**src/hdl/kick_pkg.sv**
```systemverilog
// Kick-off port constants
// Bus widths and address map of the descriptor kick-off window
// that software writes through the command/response port
package kick_pkg;

    // ==============================
    // Bus widths
    // ==============================

    localparam int kick_addr_width = 32;
    localparam int kick_data_width = 32;

    // ==============================
    // Address map
    // ==============================

    // One word per channel, packed from the window base
    localparam int kick_num_channels = 8;
    localparam int kick_window_bytes = 32;

    // Channel number sits in the word index bits
    localparam int kick_chan_lsb = 2;
    localparam int kick_chan_msb = 4;

    // Only the low address bits take part in the range check
    localparam int kick_decode_bits = 12;

endpackage : kick_pkg

```
**src/hdl/desc_pkg.sv**
```systemverilog
// Descriptor types
// Channel number, descriptor address and fetch timing shared by
// the channel bank, the fetch timer and the kick-off handshake
package desc_pkg;

    // ==============================
    // Descriptor fields
    // ==============================

    // Eight channels
    typedef logic [2:0] chan_id_t;

    // Full 64-bit descriptor pointer, upper half zero from a 32-bit write
    typedef logic [63:0] desc_addr_t;

    // ==============================
    // Fetch timing
    // ==============================

    // Count wide enough for the longest modeled fetch
    typedef logic [2:0] fetch_count_t;

    // Cycles from fetch start to fetch done
    localparam fetch_count_t fetch_cycles = 3'd4;

endpackage : desc_pkg

```
**src/hdl/desc_kick_if.sv**
```systemverilog
// Descriptor kick-off handshake
// Carries one descriptor address and its channel from the router
// into the channel bank with a valid/ready transfer
`timescale 1ns/1ps

interface desc_kick_if;

    import desc_pkg::*;

    // Level from the router, held until ready is seen
    logic       kick_valid;
    chan_id_t   kick_chan;
    desc_addr_t kick_addr;

    // Slot for kick_chan is empty
    logic       kick_ready;

    // Router side drives the request
    modport router (
        output kick_valid,
        output kick_chan,
        output kick_addr,
        input  kick_ready
    );

    // Bank side answers with slot state
    modport bank (
        input  kick_valid,
        input  kick_chan,
        input  kick_addr,
        output kick_ready
    );

endinterface : desc_kick_if

```
**src/hdl/kick_router.sv**
```systemverilog
// Kick-off router
// Decodes a write on the command port into a channel number,
// checks the address window and forwards the write data as a
// descriptor address. Waits on the channel bank before answering.
// Reads and out-of-range writes get an error response.
`timescale 1ns/1ps

module kick_router (
    input  logic                                clk,
    input  logic                                reset,

    // Command side
    input  logic                                cmd_valid,
    output logic                                cmd_ready,
    input  logic [kick_pkg::kick_addr_width-1:0] cmd_addr,
    input  logic [kick_pkg::kick_data_width-1:0] cmd_wdata,
    input  logic                                cmd_write,

    // Response side
    output logic                                rsp_valid,
    input  logic                                rsp_ready,
    output logic                                rsp_error,

    // High while a good kick-off is in progress
    output logic                                kickoff_hit,

    desc_kick_if.router                         kick
);

    import kick_pkg::*;
    import desc_pkg::*;

    typedef enum logic [1:0] {
        st_idle,
        st_route,
        st_respond
    } state_t;

    state_t state;
    state_t state_next;

    // Captured command
    chan_id_t                    r_chan;
    logic [kick_data_width-1:0]  r_wdata;
    logic                        r_error;

    logic                        addr_in_range;

    // ==============================
    // Address decode
    // ==============================

    // Upper address bits are don't care
    assign addr_in_range = cmd_addr[kick_decode_bits-1:0] < kick_window_bytes;

    // ==============================
    // State machine
    // ==============================

    always_comb begin
        state_next = state;
        case (state)
            st_idle: begin
                // Every command goes through route, errors included
                if (cmd_valid) begin
                    state_next = st_route;
                end
            end
            st_route: begin
                // Busy channel keeps us here
                if (r_error || kick.kick_ready) begin
                    state_next = st_respond;
                end
            end
            st_respond: begin
                if (rsp_ready) begin
                    state_next = st_idle;
                end
            end
            default: begin
                state_next = st_idle;
            end
        endcase
    end

    always_ff @(posedge clk) begin
        if (reset) begin
            state   <= st_idle;
            r_error <= 1'b0;
        end else begin
            state <= state_next;
            // Read or outside the window is an error
            if (state == st_idle && cmd_valid) begin
                r_error <= !cmd_write || !addr_in_range;
            end
        end
    end

    // Payload capture at the accepting edge
    always_ff @(posedge clk) begin
        if (state == st_idle && cmd_valid) begin
            r_chan  <= cmd_addr[kick_chan_msb:kick_chan_lsb];
            r_wdata <= cmd_wdata;
        end
    end

    // ==============================
    // Outputs
    // ==============================

    assign cmd_ready = (state == st_idle);
    assign rsp_valid = (state == st_respond);
    assign rsp_error = r_error;

    assign kickoff_hit = (state == st_route || state == st_respond) && !r_error;

    // Errors never reach the bank
    assign kick.kick_valid = (state == st_route) && !r_error;
    assign kick.kick_chan  = r_chan;
    // Zero-extend to the full descriptor pointer
    assign kick.kick_addr  = desc_addr_t'(r_wdata);

endmodule : kick_router

```
**src/hdl/desc_channel_bank.sv**
```systemverilog
// Descriptor channel bank
// One pending descriptor address per channel. A channel with a
// pending address refuses new kicks. Pending channels are handed
// to the shared fetch timer in round-robin order.
`timescale 1ns/1ps

module desc_channel_bank (
    input  logic                 clk,
    input  logic                 reset,

    desc_kick_if.bank            kick,

    // Fetch timer
    output logic                 fetch_start,
    input  logic                 fetch_busy,
    input  logic                 fetch_done,

    // In-flight slot, valid with fetch_done
    output desc_pkg::chan_id_t   done_chan,
    output desc_pkg::desc_addr_t done_addr
);

    import kick_pkg::*;
    import desc_pkg::*;

    // Slot storage
    desc_addr_t                   slot_addr [kick_num_channels];
    logic [kick_num_channels-1:0] pending;
    logic [kick_num_channels-1:0] issued;

    // Arbitration
    logic [kick_num_channels-1:0] candidates;
    chan_id_t                     rr_ptr;
    chan_id_t                     cand;
    chan_id_t                     pick_chan;
    logic                         pick_found;
    chan_id_t                     inflight;

    logic                         kick_fire;

    // ==============================
    // Kick-off side
    // ==============================

    assign kick.kick_ready = !pending[kick.kick_chan];
    assign kick_fire       = kick.kick_valid && kick.kick_ready;

    always_ff @(posedge clk) begin
        if (kick_fire) begin
            slot_addr[kick.kick_chan] <= kick.kick_addr;
        end
    end

    // ==============================
    // Round-robin issue
    // ==============================

    // Waiting for the timer, not yet started
    assign candidates = pending & ~issued;

    // First candidate at or after the pointer, wrapping
    always_comb begin
        pick_found = 1'b0;
        pick_chan  = rr_ptr;
        cand       = rr_ptr;
        for (int i = 0; i < kick_num_channels; i++) begin
            cand = chan_id_t'(rr_ptr + i);
            if (!pick_found && candidates[cand]) begin
                pick_found = 1'b1;
                pick_chan  = cand;
            end
        end
    end

    assign fetch_start = pick_found && !fetch_busy;

    always_ff @(posedge clk) begin
        if (reset) begin
            pending  <= '0;
            issued   <= '0;
            rr_ptr   <= '0;
            inflight <= '0;
        end else begin
            // Free the finished slot, its channel accepts again next cycle
            if (fetch_done) begin
                pending[inflight] <= 1'b0;
                issued[inflight]  <= 1'b0;
            end
            if (kick_fire) begin
                pending[kick.kick_chan] <= 1'b1;
            end
            // New start may share the done cycle; inflight updates after the free
            if (fetch_start) begin
                issued[pick_chan] <= 1'b1;
                inflight          <= pick_chan;
                rr_ptr            <= pick_chan + chan_id_t'(1);
            end
        end
    end

    assign done_chan = inflight;
    assign done_addr = slot_addr[inflight];

endmodule : desc_channel_bank

```
**src/hdl/fetch_timer.sv**
```systemverilog
// Descriptor fetch timer
// Stands in for the memory fetch. Loaded on start, counts down
// and pulses done a fixed number of cycles after the start edge.
`timescale 1ns/1ps

module fetch_timer (
    input  logic clk,
    input  logic reset,
    input  logic fetch_start,
    output logic fetch_busy,
    output logic fetch_done
);

    import desc_pkg::*;

    fetch_count_t count;
    logic         done_q;

    // ==============================
    // Counter
    // ==============================

    always_ff @(posedge clk) begin
        if (reset) begin
            count  <= '0;
            done_q <= 1'b0;
        end else begin
            // Last step registers into done, one edge after count==1
            done_q <= (count == fetch_count_t'(1));
            if (fetch_start) begin
                count <= fetch_cycles;
            end else if (count != '0) begin
                count <= count - fetch_count_t'(1);
            end
        end
    end

    // Idle again in the done cycle, so the next fetch can start there
    assign fetch_busy = (count != '0);
    assign fetch_done = done_q;

endmodule : fetch_timer

```
**src/hdl/stream_kick_top.sv**
```systemverilog
// Streaming DMA kick-off subsystem
// Command port in, descriptor fetch completions out.
// Router decodes writes, channel bank holds pending addresses,
// fetch timer models the descriptor fetch latency.
`timescale 1ns/1ps

module stream_kick_top (
    input  logic                                clk,
    input  logic                                reset,

    // Command/response port
    input  logic                                cmd_valid,
    output logic                                cmd_ready,
    input  logic [kick_pkg::kick_addr_width-1:0] cmd_addr,
    input  logic [kick_pkg::kick_data_width-1:0] cmd_wdata,
    input  logic                                cmd_write,
    output logic                                rsp_valid,
    input  logic                                rsp_ready,
    output logic                                rsp_error,
    output logic                                kickoff_hit,

    // Fetch completion, one-cycle pulse, no back-pressure
    output logic                                done_valid,
    output desc_pkg::chan_id_t                  done_chan,
    output desc_pkg::desc_addr_t                done_addr
);

    // Router to bank
    desc_kick_if kick_bus ();

    // Bank to timer
    logic fetch_start;
    logic fetch_busy;
    logic fetch_done;

    kick_router i_router (
        .clk         (clk),
        .reset       (reset),
        .cmd_valid   (cmd_valid),
        .cmd_ready   (cmd_ready),
        .cmd_addr    (cmd_addr),
        .cmd_wdata   (cmd_wdata),
        .cmd_write   (cmd_write),
        .rsp_valid   (rsp_valid),
        .rsp_ready   (rsp_ready),
        .rsp_error   (rsp_error),
        .kickoff_hit (kickoff_hit),
        .kick        (kick_bus.router)
    );

    desc_channel_bank i_bank (
        .clk         (clk),
        .reset       (reset),
        .kick        (kick_bus.bank),
        .fetch_start (fetch_start),
        .fetch_busy  (fetch_busy),
        .fetch_done  (fetch_done),
        .done_chan   (done_chan),
        .done_addr   (done_addr)
    );

    fetch_timer i_timer (
        .clk         (clk),
        .reset       (reset),
        .fetch_start (fetch_start),
        .fetch_busy  (fetch_busy),
        .fetch_done  (fetch_done)
    );

    // Bank holds the in-flight slot through the done cycle
    assign done_valid = fetch_done;

endmodule : stream_kick_top

```
**config.mk**
```make
export PLATFORM = sky130hd
export DESIGN_NAME = stream_kick_top
export DESIGN_NICKNAME = d
export VERILOG_FILES = /design/src/hdl/kick_pkg.sv /design/src/hdl/desc_pkg.sv /design/src/hdl/desc_kick_if.sv /design/src/hdl/kick_router.sv /design/src/hdl/desc_channel_bank.sv /design/src/hdl/fetch_timer.sv /design/src/hdl/stream_kick_top.sv
export SDC_FILE = /design/constraint.sdc
export NUM_CORES = 1
export LEC_CHECK = 0
export BUFFER_PORTS_ARGS = -buffer_cell sky130_fd_sc_hd__buf_2
export CAP_MARGIN = 0
export CELL_PAD_IN_SITES_DETAIL_PLACEMENT = 1
export CELL_PAD_IN_SITES_GLOBAL_PLACEMENT = 2
export CORE_UTILIZATION = 25
export DETAILED_ROUTE_END_ITERATION = 8
export GPL_ROUTABILITY_DRIVEN = 0
export GPL_TIMING_DRIVEN = 0
export PLACE_DENSITY = 0.6
export SLEW_MARGIN = 20
export SYNTH_ARGS = -nofsm -noshare
export SYNTH_HDL_FRONTEND = slang
export SYNTH_SLANG_ARGS = --single-unit
```
**constraint.sdc**
```tcl
create_clock -name clk -period 4.6 [get_ports clk]
set_input_delay 1.15 -clock clk [delete_from_list [all_inputs] [get_ports clk]]
set_output_delay 1.15 -clock clk [all_outputs]
set_load 0.03 [all_outputs]
```
# [After elaboration in Yosys (flattened, before gate mapping)]
# Memory sizes are Yosys's and may differ from the RTL's. A register that Yosys moved wholly into a read port is not among the register bits.
# Cells that the tools add are included.
[op_classes] shift=0 mul=0 mux=55 n_lt_le_gt_ge=15 reduce_logical=35 bitwise=7 n_addsub=9 div_mod_pow=0 eq_ne=6
[op_table] operator="2-to-1 mux 8 bit" count=6
[op_table] operator="less-than comparator 3 x 4 -> 1 bit, second input constant" count=11
[op_table] operator="2-to-1 mux 3 bit" count=11
[op_table] operator="binary-select mux 1 bit (select 3 bit)" count=9
[op_table] operator="AND 8 bit" count=3
[op_table] operator="2-to-1 mux 1 bit" count=22
[op_table] operator="NOT 8 bit" count=2
[op_table] operator="OR 8 bit" count=2
[op_table] operator="logical AND 1 bit" count=15
[op_table] operator="adder 3 bit, second input constant" count=4
[op_table] operator="logical NOT 1 bit" count=12
[op_table] operator="less-than comparator 12 x 6 -> 1 bit, second input constant" count=1
[op_table] operator="demux 1 bit (select 3 bit)" count=3
[op_table] operator="greater-or-equal comparator 3 x 1 -> 1 bit, second input constant" count=3
[op_table] operator="adder 3 x 1 -> 3 bit, second input constant" count=2
[op_table] operator="adder 3 x 2 -> 3 bit, second input constant" count=2
[op_table] operator="2-to-1 mux 2 bit" count=3
[op_table] operator="one-hot mux 2 bit (3 select lines)" count=1
[op_table] operator="inequality test 2 x 1 -> 1 bit, second input constant" count=2
[op_table] operator="== test 3 x 1 -> 1 bit, second input constant" count=1
[op_table] operator="logical OR 1 bit" count=3
[op_table] operator="AND reduction 3 bit" count=1
[op_table] operator="nonzero test 3 bit" count=1
[op_table] operator="subtractor 3 x 1 -> 3 bit, second input constant" count=1
[op_table] operator="6 further kinds" count=6
[totals] mem_bits_rw=256 word_cells=139 output_inout_bits=72 mem_bits_ro=0 inputBits=69 n_memories=1 latch_bits=0 ff_bits=64
[mem_list] name="i_bank.slot_addr" words=8 word_bits=32 read_ports=1 rd_ports_with_merged_regs=1 wr=1 line="desc_channel_bank.sv:27" rtl="desc_addr_t slot_addr [kick_num_channels];"

# [Depth between registers and ports, before layout]
[logic_depth] depth_word=32 ltp_mapped=12 depth_no_buf=11

# [By module]
# From an unflattened synthesis, not the netlist that was laid out.
[hier_totals] cells_unflattened=1116 area_unflattened_um2=23174.7
[modules_own_cells] module="desc_channel_bank" cells_per_inst=1002 n_inst=1 area_each_um2=21434.3
[modules_own_cells] module="kick_router" cells_per_inst=95 n_inst=1 area_each_um2=1537.7
[modules_own_cells] module="fetch_timer" cells_per_inst=19 n_inst=1 area_each_um2=202.7

# [Worst setup path before layout]
# Ideal clock, no wire load.
[synth_timing] path_kind="register -> register" start="register i_router.r_chan[0], in the netlist i_router.kick.kick_chan[0]" end="memory i_bank.slot_addr[0][0] (netlist name) (enable)" path_stages_with_launch=7 arrival_time_ns=4.273 synth_period_minus_slack_ns=4.743 path_slack_ns=-0.143 path_cell_list="edfxtp_1 -> clkbuf_1 -> mux4_2 -> mux2_2 -> nor3b_1 -> nor2b_1 -> nor3b_1"
[synth_via] elab_chain_cells=6
[synth_lines] element="from (decl)" line="kick_router.sv:43" rtl="chan_id_t r_chan;"
[synth_lines] element="from (signal assigned)" line="kick_router.sv:102" rtl="r_chan <= cmd_addr[kick_chan_msb:kick_chan_lsb];"
[synth_lines] element="binary-select mux 1 bit (select 3 bit)" line="desc_channel_bank.sv:45" rtl="assign kick.kick_ready = !pending[kick.kick_chan];"
[synth_lines] element="2-to-1 mux 1 bit (implied by the code)" line="desc_channel_bank.sv:45"
[synth_lines] element="logical NOT 1 bit" line="desc_channel_bank.sv:45"
[synth_lines] element="logical AND 1 bit" line="desc_channel_bank.sv:46" rtl="assign kick_fire = kick.kick_valid && kick.kick_ready;"
[synth_lines] element="2-to-1 mux 1 bit" line="desc_channel_bank.sv:49" rtl="if (kick_fire) begin"
[synth_lines] element="2-to-1 mux 1 bit (implied by the code)" line="desc_channel_bank.sv:50" rtl="slot_addr[kick.kick_chan] <= kick.kick_addr;"
[synth_lines] element="to (decl)" line="desc_channel_bank.sv:27"
# Parallel ways exist; a longest one is shown, timed or not. The select of a mux whose other input is x is not followed.

==> impl_metrics.tcl <==
set metrics [dict create \
    initial_core_util_pct 25.4 \
    synth_seq_area_share_pct 69.8 \
    min_period_ns 4.29 \
    diodes 0 \
    postCtsSetupBuffers 0 \
    overflow 0 \
    crit_arrival_ns 3.14 \
    synth_seq_cells 323 \
    ys.flop_type "edfxtp_1" \
    max_slew_margin_pct 43.4 \
    cts_tree "yes" \
    h-tree-depth 2 \
    async_reset_ff_share_pct 0 \
    setup_tns_ns 0 \
    path_class "flop to output pin" \
    p_leak_nw 5.35 \
    clock_skew_ns 0.0121 \
    critPathLaunchType "flop" \
    track_usage_pct 11.8 \
    wl_per_cell_um 19.9 \
    hpwl_mm 21.5 \
    synth_edf_count 291 \
    dieArea_um2 54700 \
    detail-route-antenna-nets 0 \
    rsz0062_at_grt "false" \
    initialDrtViolationCount 393 \
    max_freq_mhz 233 \
    vias 7068 \
    crit_path_end_kind "output pin" \
    required_ns 3.45 \
    nets 969 \
    syn2layout_area_growth_pct 21.4 \
    wl_mm 31.8 \
    min_path_type "flop to flop" \
    drv_cap 0 \
    pwr_density_cell_nw_per_um2 496 \
    nFillCells 5466 \
    pin_count 141 \
    syn_inst 711 \
    rows 84 \
    first_pass_iters 6 \
    root_buffer "clkbuf_16" \
    cts_buffers 37 \
    netlist_area_um2 13400 \
    critPathMaxFanout 10 \
    place.port_buffers 85 \
    cts.sinks 323 \
    grt_pass1_wl_mm 47.4 \
    route.detailed.drc 0 \
    drive_above_1_share_pct 35.4 \
    hold_viol 0 \
    antenna_found_initial 1 \
    fin_util_pct 30.8 \
    cts_hold_buf 0 \
    vias_per_cell 4.41 \
    path_clk_slew_ns 0.06 \
    avgSynthCellArea_um2 18.9 \
    first_global_vias 7440 \
    finalMaxSlewViolations 0 \
    status "complete, no violations" \
    die_h_um 234 \
    clk_latency_ns 0.51 \
    core_area_um2 52900 \
    postPlaceCellArea_um2 15200 \
    fin_area_um2 16300 \
    die_x_um 234 \
    finalCritPeriodShare_pct 93.2 \
    ir_drop_mv 0.193 \
    yosys_warnings 0 \
    grt_start_max_net_pins 36 \
    clk_path_buf_depth 3 \
    final-setup-viol-count 0 \
    synth_cell_types 65 \
    max_slew.worst_pin.slew_ns 0.848 \
    power_mw 8.09 \
]
placed cells by master, fill, tap and decap left out, types with 4 or more instances in the layout:
cell,instances
xnor2_1,4
o21ai_0,5
nand2b_1,11
clkbuf_16,37
clkinv_2,4
nand3_1,8
nand2_1,19
edfxtp_1,291
nor2_1,27
mux4_1,13
a21oi_1,24
buf_4,44
nor2b_1,13
clkinv_1,5
mux2i_1,7
clkbuf_1,33
inv_1,8
mux4_2,71
nand3b_1,6
clkdlybuf4s15_2,6
buf_2,86
conb_1,32
mux2_2,35
buf_16,4
buf_6,5
ha_1,9
dfxtp_1,32
synthesized netlist by cell type, drive strengths merged (3+ instances only):
master	count	area share, %
xnor2	4	0.26
mux4	84	14
nor3	4	0.15
nand2	19	0.53
o22ai	3	0.19
o21ai	5	0.19
buf	42	2.2
and2	4	0.20
inv	10	0.28
nor2	28	0.78
nand2b	11	0.51
nand3	8	0.30
dfxtp	32	4.8
a31oi	3	0.14
ha	9	0.84
edfxtp	291	65
mux2	36	3.0
clkbuf	20	0.56
nand3b	6	0.34
nor2b	14	0.65
a21oi	25	0.96
nor3b	6	0.37
a211oi	3	0.17
mux2i	8	0.62
worst paths after layout:
check,startpoint,endpoint,slack (ns),cells after the start
max,flop,done_addr[23],0.31,5
min,i_bank.issued[3]$_SDFF_PP0_,i_bank.issued[3]$_SDFF_PP0_,0.48,2
max reg2reg,i_bank.rr_ptr[0]$_SDFFE_PP0P_,i_bank.issued[1]$_SDFF_PP0_,0.54,11
min reg2reg,i_bank.issued[3]$_SDFF_PP0_,i_bank.issued[3]$_SDFF_PP0_,0.48,2
where the power goes:
group / switching, mW / leakage (nW) / internal, mW / total (mW)
combinational: 1.14 / 1.94 / 0.827 / 1.96
clock: 1.09 / 0.505 / 1.49 / 2.58
sequential: 0.128 / 2.90 / 3.42 / 3.54
total: 2.36 / 5.35 / 5.73 / 8.09
cell type report:
class | count | area (um2) | share of cell area [%]
tap | 688 | 861 | 5.28
multi-input combinational | 346 | 3810 | 23.3
clock inverter | 10 | 51.3 | 0.315
timing repair buffer | 110 | 761 | 4.67
buffer | 62 | 418 | 2.56
inverter | 11 | 41.3 | 0.253
clock buffer | 51 | 988 | 6.06
sequential | 323 | 9380 | 57.5
critical path: stages, from the launching register on:
cell and delay [ns]:
dfxtp_1 0.30, clkbuf_1 0.62, clkdlybuf4s15_2 0.62, mux4_2 0.58, mux2_2 0.32, buf_2 0.19
registers in the layout (all words and copies together), names as in the netlist, named ones only:
register / count
i_router.state: 2
i_router.r_wdata: 32
i_bank.done_chan: 3
i_timer.fetch_done: 1
i_timer.count: 3
i_bank.issued: 8
i_router.kick.kick_chan: 3
i_bank.pending: 8
i_router.rsp_error: 1
i_bank.rr_ptr: 3
i_bank.slot_addr: 256
metrics by stage:
stage          setup WS, ns  hold slack, ns  cells
2_1_floorplan       -0.0824           0.434    742
3_3_place_gp          -3.52           0.458   1515
3_5_place_dp          0.463           0.469   1540
4_1_cts               0.190           0.476   1601
5_1_grt               0.127           0.500   1601
6_report              0.313           0.478   1601
cell families after synthesis:
family	share of synthesized area, %
adders and majority gates	0.838
and+or+nand+nor	4.79
muxes	18.1
other	0.0279
xor gates and xnor gates	0.391
AOI/OAI and AO/OA	2.93
DFF	69.8
buffers and inverters	3.08
timing repair:
action | in CTS | in global routing
endpoints found under the hold margin | 0 | 0
setup endpoints to repair | 29 | 0
gates resized for setup | 12 | 0
layer usage:
| metal | vias to the layer above | share of wire, % | global-route usage (%) |
|---|---|---|---|
| met1 | 3694 | 46 | 16.4 |
| met4 | 0 | 1.9 | 3.63 |
| met3 | 38 | 5.2 | 2.16 |
| met5 | - | 0 | 0 |
| li1 | 3177 | - | - |
| met2 | 159 | 47 | 18.7 |
Power figures use the tool's default switching activity.
